==> src/logic/fb_pkg.sv <==
/*
 * Shared constants of the memory front end
 * Bus widths, access size codes and the fetch size
 */
package fb_pkg;

   // Byte address width
   localparam int AW = 32;

   // Data word width
   localparam int DW = 32;

   // Instruction word, same as a data word
   localparam int IW = DW;

   // Width of the access size code
   localparam int SZ_W = 3;

   // Access size codes
   // Codes 3 to 7 decode as a full word
   localparam logic [SZ_W-1:0] SIZE_BYTE = 3'd0;
   localparam logic [SZ_W-1:0] SIZE_HALF = 3'd1;
   localparam logic [SZ_W-1:0] SIZE_WORD = 3'd2;

   // Fetches always move a whole word
   localparam logic [SZ_W-1:0] SIZE_INSN = SIZE_WORD;

endpackage

==> src/logic/fb_order_fifo.sv <==
/*
 * Order queue of one-bit port tags
 * Circular buffer with read and write pointers and an occupancy count
 */
module fb_order_fifo #(
   parameter int ORDER_DEPTH_LOG2 = 2
) (
   input  logic clk,
   input  logic rst_n,
   input  logic push,
   input  logic push_tag,
   input  logic pop,
   output logic head_tag,
   output logic empty,
   output logic full
);

   localparam int DEPTH = 1 << ORDER_DEPTH_LOG2;

   // Tag storage, 1 marks a D-bus command
   logic tags [DEPTH];

   logic [ORDER_DEPTH_LOG2-1:0] wr_ptr;
   logic [ORDER_DEPTH_LOG2-1:0] rd_ptr;
   logic [ORDER_DEPTH_LOG2:0]   count;

   // Pointers and count
   always_ff @(posedge clk or negedge rst_n) begin
      if (!rst_n) begin
         wr_ptr <= '0;
         rd_ptr <= '0;
         count  <= '0;
      end else begin
         // Pointers wrap on their own width
         if (push)
            wr_ptr <= wr_ptr + 1'b1;
         if (pop)
            rd_ptr <= rd_ptr + 1'b1;
         case ({push, pop})
            2'b10:   count <= count + 1'b1;
            2'b01:   count <= count - 1'b1;
            default: count <= count;
         endcase
      end
   end

   // Tag written at the tail
   always_ff @(posedge clk) begin
      if (push)
         tags[wr_ptr] <= push_tag;
   end

   // Oldest outstanding command
   assign head_tag = tags[rd_ptr];

   assign empty = (count == '0);

   // Count MSB is set only at DEPTH entries
   assign full = count[ORDER_DEPTH_LOG2];

endmodule

==> src/logic/fb_arbiter.sv <==
/*
 * Fixed-priority I-bus / D-bus arbiter onto the memory bus
 * D-bus wins, fetches forced to word reads
 * Responses steered in order by a queue of port tags
 */
module fb_arbiter #(
   parameter int ORDER_DEPTH_LOG2 = 2
) (
   input  logic                    clk,
   input  logic                    rst_n,
   // I-bus command
   input  logic                    ibus_cmd_valid,
   input  logic [fb_pkg::AW-1:0]   ibus_cmd_addr,
   output logic                    ibus_cmd_ready,
   // I-bus response
   output logic                    ibus_valid,
   output logic [fb_pkg::IW-1:0]   ibus_dout,
   input  logic                    ibus_ready,
   // D-bus command
   input  logic                    dbus_cmd_valid,
   input  logic [fb_pkg::AW-1:0]   dbus_cmd_addr,
   input  logic [fb_pkg::SZ_W-1:0] dbus_cmd_size,
   input  logic                    dbus_cmd_we,
   input  logic [fb_pkg::DW-1:0]   dbus_din,
   output logic                    dbus_cmd_ready,
   // D-bus response
   output logic                    dbus_valid,
   output logic [fb_pkg::DW-1:0]   dbus_dout,
   input  logic                    dbus_ready,
   // Memory bus command
   output logic                    mbus_cmd_valid,
   output logic [fb_pkg::AW-1:0]   mbus_cmd_addr,
   output logic [fb_pkg::SZ_W-1:0] mbus_cmd_size,
   output logic                    mbus_cmd_we,
   output logic [fb_pkg::DW-1:0]   mbus_din,
   input  logic                    mbus_cmd_ready,
   // Memory bus response
   input  logic                    mbus_valid,
   input  logic [fb_pkg::DW-1:0]   mbus_dout,
   output logic                    mbus_ready
);

   logic dbus_sel;
   logic q_push;
   logic q_pop;
   logic q_head;
   logic q_empty;
   logic q_full;
   logic dbus_rsp_sel;
   logic ibus_rsp_sel;

   // D-bus takes the slot whenever it asks
   assign dbus_sel = dbus_cmd_valid;

   // Hold off both ports while the tag queue is full
   assign mbus_cmd_valid = (dbus_cmd_valid | ibus_cmd_valid) & ~q_full;
   assign mbus_cmd_addr  = dbus_sel ? dbus_cmd_addr : ibus_cmd_addr;
   assign mbus_cmd_size  = dbus_sel ? dbus_cmd_size : fb_pkg::SIZE_INSN;
   assign mbus_cmd_we    = dbus_sel ? dbus_cmd_we : 1'b0;
   assign mbus_din       = dbus_din;

   // Ready only to the winner
   assign dbus_cmd_ready = dbus_sel & mbus_cmd_ready & ~q_full;
   assign ibus_cmd_ready = ~dbus_sel & mbus_cmd_ready & ~q_full;

   // Tag follows the memory handshake, head tag leaves with the response
   assign q_push = mbus_cmd_valid & mbus_cmd_ready;
   assign q_pop  = mbus_valid & mbus_ready;

   fb_order_fifo #(
      .ORDER_DEPTH_LOG2 (ORDER_DEPTH_LOG2)
   ) u_order_fifo (
      .clk      (clk),
      .rst_n    (rst_n),
      .push     (q_push),
      .push_tag (dbus_sel),
      .pop      (q_pop),
      .head_tag (q_head),
      .empty    (q_empty),
      .full     (q_full)
   );

   // Owner of the next response
   assign dbus_rsp_sel = ~q_empty & q_head;
   assign ibus_rsp_sel = ~q_empty & ~q_head;

   assign dbus_valid = dbus_rsp_sel & mbus_valid;
   assign ibus_valid = ibus_rsp_sel & mbus_valid;

   // Data zeroed on the idle port
   assign dbus_dout = {fb_pkg::DW{dbus_valid}} & mbus_dout;
   assign ibus_dout = {fb_pkg::IW{ibus_valid}} & mbus_dout;

   assign mbus_ready = (dbus_rsp_sel & dbus_ready) | (ibus_rsp_sel & ibus_ready);

endmodule

==> config.mk <==
export PLATFORM = sky130hd
export DESIGN_NAME = fb_arbiter
export DESIGN_NICKNAME = d
export VERILOG_FILES = /design/src/logic/fb_pkg.sv /design/src/logic/fb_order_fifo.sv /design/src/logic/fb_arbiter.sv
export SDC_FILE = /design/constraint.sdc
export NUM_CORES = 1
export LEC_CHECK = 0
export BUFFER_PORTS_ARGS = -buffer_cell sky130_fd_sc_hd__buf_2
export CAP_MARGIN = 0
export CORE_AREA = 4 4 106 108
export CTS_BUF_LIST = sky130_fd_sc_hd__clkbuf_2 sky130_fd_sc_hd__clkbuf_4 sky130_fd_sc_hd__clkbuf_8
export DETAILED_ROUTE_END_ITERATION = 8
export DIE_AREA = 0 0 110 112
export GPL_TIMING_DRIVEN = 1
export HOLD_SLACK_MARGIN = 0.06
export PLACE_DENSITY_LB_ADDON = 0.15
export SLEW_MARGIN = 20
export SYNTH_ARGS = -nofsm -noshare
export SYNTH_HDL_FRONTEND = slang
export SYNTH_SLANG_ARGS = --single-unit
==> constraint.sdc <==
create_clock -name clk -period 3.21 [get_ports clk]
set_clock_uncertainty 0.15 [all_clocks]
set_input_delay 0.321 -clock clk [delete_from_list [all_inputs] [get_ports clk]]
set_output_delay 0.321 -clock clk [all_outputs]
set_load 0.01 [all_outputs]
==> results.sh, run 1 <==
export IMPL_outcome="finished, final reports clean"
export IMPL_seq_area_frac_synth_pct=17.25
export IMPL_max_stage_delay_ns=0.46
export IMPL_ir_drop_v=0.0002862
export IMPL_die_area_um2=12320
export IMPL_yosys_top_cells_area="mux2_2, nor2_1, buf_4"
export IMPL_htreeDepth=1
export IMPL_hpwl_mm=6.298
export IMPL_crit_chain="mux2i_1 -> mux2_4 -> mux2i_1 -> nor2_1 -> ha_1 -> inv_1 -> fa_1 -> xor2_1 -> nor2_1 -> xor2_1"
export IMPL_cp_top_family="multiplexers"
export IMPL_ys_warnings_count=0
export IMPL_grt_pass1_vias=2126
export IMPL_worst_slew_pin_slew_ns=0.9575
export IMPL_antennaDiodeCount=0
export IMPL_cp_slowest_cell="mux2i_1"
export IMPL_design_area_um2=2724
export IMPL_synth_simple_gate_area_share_pct=28.07
export IMPL_die_w_um=110
export IMPL_critPathRequiredTime_ns=3.22
export IMPL_slew_viol_final=0
export IMPL_cp_end_kind="flip-flop"
export IMPL_totalWireLength_mm=7.260
export IMPL_clockBufferDepth=2
export IMPL_core_um2=10230
export IMPL_hold_viol_final=0
export IMPL_cp_max_fo=3
export IMPL_dp_slack_ns=0.5995
export IMPL_die_y_um=112
export IMPL_cts_setup_buffers=0
export IMPL_num_rows=37
export IMPL_synth_area_leader_cell="mux2_2"
export IMPL_drc=0
export IMPL_muxShareOfSynthArea_pct=26.32
export IMPL_rsz0062_at_grt="false"
export IMPL_crit_arrival_ns=2.61
export IMPL_critPathBufInv=1
export IMPL_setup_viol=0
export IMPL_ys_async_sr_fraction_pct=63.64
export IMPL_drive_gt1_share_pct=61.59
export IMPL_cts_sinks=11
export IMPL_post_cts_resized=0
export IMPL_synth_top_family_by_area="simple AND/OR/NAND/NOR gates"
export IMPL_dr_pass1_iters=4
export IMPL_tns_ns=0
export IMPL_start_kind="flip-flop"
export IMPL_place_gp_congestion=0.8245
export IMPL_globalRouteTotalUtil_pct=10.61
export IMPL_synth_seq_cells=11
export IMPL_ys_flop_type="dfrtp_1"
export IMPL_final_min_clock_period_ns=2.598
export IMPL_p_leak_uw=0.001617
export IMPL_synth_xor_area_share_pct=2.558
export IMPL_synth_adder_area_share_pct=4.825
export IMPL_hp_class="input port to asynchronous set/reset pin"
export IMPL_ioPinCount=278
export IMPL_postPlaceCellArea_um2=2665
export IMPL_post_route_period_util_pct=80.93
export IMPL_grt_max_degree=43
export IMPL_numCtsBuffers=3
export IMPL_synth_compound_area_share_pct=1.096
export IMPL_gr_total_overflow=0
export IMPL_antenna_found_initial=0
export IMPL_synth_cells=239
export IMPL_drt_iter0_markers=99
export IMPL_drtAntennaViolNets=0
export IMPL_clk_latency_ns=0.24
export IMPL_maxCapViolCount=0
export IMPL_worst_slack_ns=0.6123
export IMPL_vias=2187
export IMPL_routed_via_density=3.976
export IMPL_max_slew_margin_rel_pct=34.80
export IMPL_syn_area_per_cell_um2=7.162
export IMPL_max_freq_mhz=384.9
export IMPL_yosysMostFrequentCell="nor2_1"
export IMPL_yosysUniqueCellTypes=22
export IMPL_hold_buffers=1
export IMPL_cts_clk_slew_worst_paths_ns=0.05
export IMPL_power_density_nw_per_um2=512.8
export IMPL_port_buffers=213
export IMPL_synth_top_area_share_pct=21.71
export IMPL_cts_tree="built"
export IMPL_synth_nets=385
export IMPL_wl_per_cell_um=13.20
export IMPL_synthTopCellsByCount="nor2_1, buf_4, nand2_1, mux2_2, buf_2"
export IMPL_initial_core_util_pct=16.73
export IMPL_synth_edf_count=4
export IMPL_root_buffer="clkbuf_8"
export IMPL_synthToLayoutAreaGrowth_pct=59.14
export IMPL_nets=561
export IMPL_grt_pass1_wl_mm=10.31
export IMPL_setup_worst_path_class="flip-flop to flip-flop"
export IMPL_synth_area_um2=1712
flip-flops by register name, summed over array words and instances (netlist names):
| name | flops |
|---|---|
| u_order_fifo.rd_ptr | 2 |
| u_order_fifo.count | 3 |
| u_order_fifo.wr_ptr | 2 |
| u_order_fifo.tags | 4 |
placed cells by master (no fill, tap or decap), types with 2 or more instances in the layout:
| master | n |
|---|---|
| xor2_1 | 3 |
| dfrtp_1 | 7 |
| nor2_1 | 76 |
| nand2_1 | 34 |
| clkbuf_8 | 3 |
| and2_1 | 7 |
| buf_4 | 3 |
| xnor2_1 | 2 |
| inv_1 | 7 |
| mux2_2 | 33 |
| mux2i_1 | 5 |
| ha_1 | 5 |
| nand2b_1 | 3 |
| buf_2 | 213 |
| edfxtp_1 | 4 |
cell families after synthesis:
kind of cell             after synthesis
multiplexers                          40
adder cells (fa/ha/maj)                6
buffers and inverters                 53
XOR/XNOR                               5
AO/OA/AOI/OAI                          3
AND/OR/NAND/NOR                      121
flip-flops                            11
metrics by stage:
step                total power, µW  util (%)  hold slack [ns]  instances
global route                   1547     26.62           0.3657        550
floorplan                     938.5         -          -0.1246        239
CTS                            1434     26.62           0.3420        550
detailed placement             1278     26.05          0.03260        545
global placement               1275     26.05          0.02945        545
finish                         1397     26.62           0.3274        550
layer usage:
layer,vias to the layer above,wire [µm],GRT usage (%)
met5,-,0,0
met4,0,102,2.411
met3,19,1010,3.594
met2,157,3658,20.95
met1,937,2489,10.22
li1,1074,-,-
power by group:
part           switching (µW)  leakage, µW  internal (µW)
logic                     585      0.00147            409
registers                56.0     0.000118            200
clock network            50.7    0.0000262           95.5
total                     692      0.00162            705
final cells by class:
cell class / instances / area, µm²
clock buffer: 4 / 48.80
fill: 1162 / 7507
inverter: 7 / 26.28
multi-input combinational: 175 / 1085
sequential: 11 / 295.3
tap: 136 / 170.2
timing repair buffer: 217 / 1099
worst register-to-register path, cell delays in order, from the launching register on:
cell	delay (ns)
dfrtp_1	0.41
mux2i_1	0.47
mux2_4	0.25
mux2i_1	0.08
nor2_1	0.12
ha_1	0.19
inv_1	0.06
fa_1	0.37
xor2_1	0.15
nor2_1	0.12
xor2_1	0.17
final timing paths:
path	startpoint	to	slack, ns	cells past startpoint
setup / recovery	u_order_fifo.rd_ptr[1]	u_order_fifo.count[2]	0.61	10
hold / removal	rst_n	u_order_fifo.wr_ptr[1]	0.33	2
setup reg to reg	u_order_fifo.rd_ptr[1]	u_order_fifo.count[2]	0.61	10
hold reg to reg	u_order_fifo.count[0]	u_order_fifo.count[0]	0.38	1
max in group asynchronous	rst_n	u_order_fifo.wr_ptr[0]	2.40	2
min in group clk	ibus_ready	u_order_fifo.rd_ptr[0]	0.36	4
Power figures use the tool's default switching activity.
==> run 2, diff against run 1 <==
--- a/config.mk
+++ b/config.mk
@@ -7,10 +7,10 @@
 export LEC_CHECK = 0
 export BUFFER_PORTS_ARGS = -buffer_cell sky130_fd_sc_hd__buf_2
 export CAP_MARGIN = 0
-export CORE_AREA = 4 4 106 108
+export CORE_AREA = 4 4 105 107
 export CTS_BUF_LIST = sky130_fd_sc_hd__clkbuf_2 sky130_fd_sc_hd__clkbuf_4 sky130_fd_sc_hd__clkbuf_8
 export DETAILED_ROUTE_END_ITERATION = 8
-export DIE_AREA = 0 0 110 112
+export DIE_AREA = 0 0 109 111
 export GPL_TIMING_DRIVEN = 1
 export HOLD_SLACK_MARGIN = 0.06
 export PLACE_DENSITY_LB_ADDON = 0.15
==> constraint.sdc (replaced) <==
create_clock -name clk -period 2.2 [get_ports clk]
set_clock_uncertainty 0.15 [all_clocks]
set_input_delay 0.22 -clock clk [delete_from_list [all_inputs] [get_ports clk]]
set_output_delay 0.22 -clock clk [all_outputs]
set_load 0.01 [all_outputs]
==> results.sh, run 2 (synthesis results as in run 1) <==
export IMPL_mostFrequentLayoutCell="buf_2"
export IMPL_grt_pass1_wl_mm=10.30
export IMPL_most_common_layout_cells="buf_2, nor2_1, nand2_1"
export IMPL_critPathBufInv=1
export IMPL_routed_via_density=3.989
export IMPL_p_int_uw=1155
export IMPL_die_w_um=109
export IMPL_ioPinCount=278
export IMPL_num_rows=37
export IMPL_p_comb_share_pct=73.7
export IMPL_final_core_util_pct=27.90
export IMPL_final_min_clock_period_ns=2.417
export IMPL_antenna_found_initial=1
export IMPL_reg_largest_list="u_order_fifo.tags x4, u_order_fifo.count x3"
export IMPL_drtAntennaViolNets=0
export IMPL_cts_clk_slew_worst_paths_ns=0.05
export IMPL_stdcell_count=560
export IMPL_rsz0062_at_grt="true"
export IMPL_clockBufferDepth=2
export IMPL_die_area_um2=12100
export IMPL_slew_viol_final=0
export IMPL_largest_reg_flops=4
export IMPL_cp_end_kind="flip-flop"
export IMPL_crit_arrival_ns=2.42
export IMPL_ir_drop_v=0.0003271
export IMPL_setup_worst_path_start="u_order_fifo.rd_ptr[1]"
export IMPL_root_buffer="clkbuf_8"
export IMPL_setup_worst_path_class="flip-flop to flip-flop"
export IMPL_worst_slew_pin_slew_ns=0.4595
export IMPL_htreeDepth=1
export IMPL_clk_latency_ns=0.23
export IMPL_power_uw=2198
export IMPL_swShare_pct=47.45
export IMPL_gr_total_overflow=0
export IMPL_core_um2=10140
export IMPL_antennaDiodeCount=0
export IMPL_cts_sinks=11
export IMPL_pwr_share_clk_pct=9.6
export IMPL_ff2ff_path_depth=10
export IMPL_r2r_setup_slack_ns=-0.22
export IMPL_die_y_um=111
export IMPL_worstSetupEndpoint="u_order_fifo.count[2]"
export IMPL_dp_slack_ns=-0.1823
export IMPL_power_frac_seq_pct=16.8
export IMPL_p_sw_uw=1043
export IMPL_dr_pass1_iters=4
export IMPL_vias=2234
export IMPL_hold_viol_final=0
export IMPL_globalRouteTotalUtil_pct=10.85
export IMPL_wl_per_cell_um=12.78
export IMPL_violations="setup timing"
export IMPL_cp_top_family="multiplexers"
export IMPL_start_kind="flip-flop"
export IMPL_cts_tree="built"
export IMPL_setup_viol=2
export IMPL_path_depth=10
export IMPL_max_slew_margin_rel_pct=69.37
export IMPL_crit_chain="mux2i_2 -> mux2_4 -> mux2i_2 -> nor2_1 -> ha_2 -> inv_1 -> fa_2 -> xor2_1 -> nor2_1 -> xor2_1"
export IMPL_numCtsBuffers=3
export IMPL_drc=0
export IMPL_nets=571
export IMPL_worst_slack_ns=-0.2174
export IMPL_max_flop_register="u_order_fifo.tags"
export IMPL_place_inst=553
export IMPL_p_leak_uw=0.001664
export IMPL_outcome="finished, violations left"
export IMPL_critPathRequiredTime_ns=2.21
export IMPL_cp_max_fo=3
export IMPL_power_density_nw_per_um2=777.0
export IMPL_rr_startpoint="u_order_fifo.rd_ptr[1]"
export IMPL_totalWireLength_mm=7.154
export IMPL_grt_pass1_vias=2120
export IMPL_initial_core_util_pct=16.88
export IMPL_drive_gt1_share_pct=63.92
export IMPL_cp_slowest_cell="dfrtp_2"
export IMPL_hp_class="input port to asynchronous set/reset pin"
export IMPL_synthToLayoutAreaGrowth_pct=65.28
export IMPL_tns_ns=-0.2694
export IMPL_place_gp_congestion=0.8212
export IMPL_drt_iter0_markers=104
export IMPL_post_route_period_util_pct=109.9
export IMPL_hpwl_mm=6.257
export IMPL_port_buffers=213
export IMPL_max_freq_mhz=413.7
export IMPL_reg2reg_to="u_order_fifo.count[2]"
export IMPL_maxCapViolCount=0
export IMPL_max_stage_delay_ns=0.43
export IMPL_grt_max_degree=43
==> run 2: changes by cell type in the layout (fill, tap and decap cells not counted), sizes merged <==
cell	delta
buf	+10
==> run 2: repair_timing <==
| action | in CTS | in global routing |
|---|---|---|
| hold buffers | 1 | 0 |
| gates resized for setup | 0 | 5 |
| endpoints found under the hold margin | 7 | 0 |
| endpoints found under the setup margin | 3 | 3 |
| buffers inserted | 1 | 1 |
| pin swaps | 1 | 3 |
==> run 2: worst min-delay path by stage <==
stage	start	endpoint	cells past startpoint
floorplan	rst_n	u_order_fifo.count[0]	0
global placement	rst_n	u_order_fifo.wr_ptr[0]	1
detailed placement	rst_n	u_order_fifo.wr_ptr[0]	1
CTS	rst_n	u_order_fifo.wr_ptr[0]	2
global route	rst_n	u_order_fifo.wr_ptr[0]	2
finish	rst_n	u_order_fifo.wr_ptr[0]	2
==> run 2: layout make-up <==
cell class | instances | area, µm²
Sequential cell | 11 | 296.5
Inverter | 7 | 26.28
Clock buffer | 4 | 48.80
Timing Repair Buffer | 227 | 1186
Multi-Input combinational cell | 175 | 1101
Tap cell | 136 | 170.2
Fill cell | 1114 | 7310
==> run 2: metal layers <==
layer	vias up	global-route usage, %	wire length (µm)
met2	174	20.84	3610
met1	959	10.08	2379
met4	2	3.367	91
met5	-	0	13
met3	10	4.485	1058
li1	1089	-	-
==> run 2: worst reg2reg max path: stages (launching register included) <==
cell and delay [ns]:
dfrtp_2 0.43, mux2i_2 0.16, mux2_4 0.28, mux2i_2 0.16
nor2_1 0.15, ha_2 0.19, inv_1 0.05, fa_2 0.33
xor2_1 0.15, nor2_1 0.14, xor2_1 0.15
==> run 2: power by group through the flow <==
stage | logic (µW) | registers [µW] | clock network, µW
global placement | 1620 | 364 | 0
global route | 1810 | 384 | 234
floorplan | 1020 | 358 | 0
CTS | 1630 | 366 | 225
detailed placement | 1620 | 369 | 0
finish | 1620 | 368 | 211
==> run 2: metrics by stage <==
step           instance area (µm²)  hold slack, ns
2_1_floorplan                 1715         -0.2256
5_1_grt                       2829          0.2339
3_3_place_gp                  2741        -0.07599
4_1_cts                       2808          0.2319
6_report                      2829          0.2238
3_5_place_dp                  2741        -0.07342
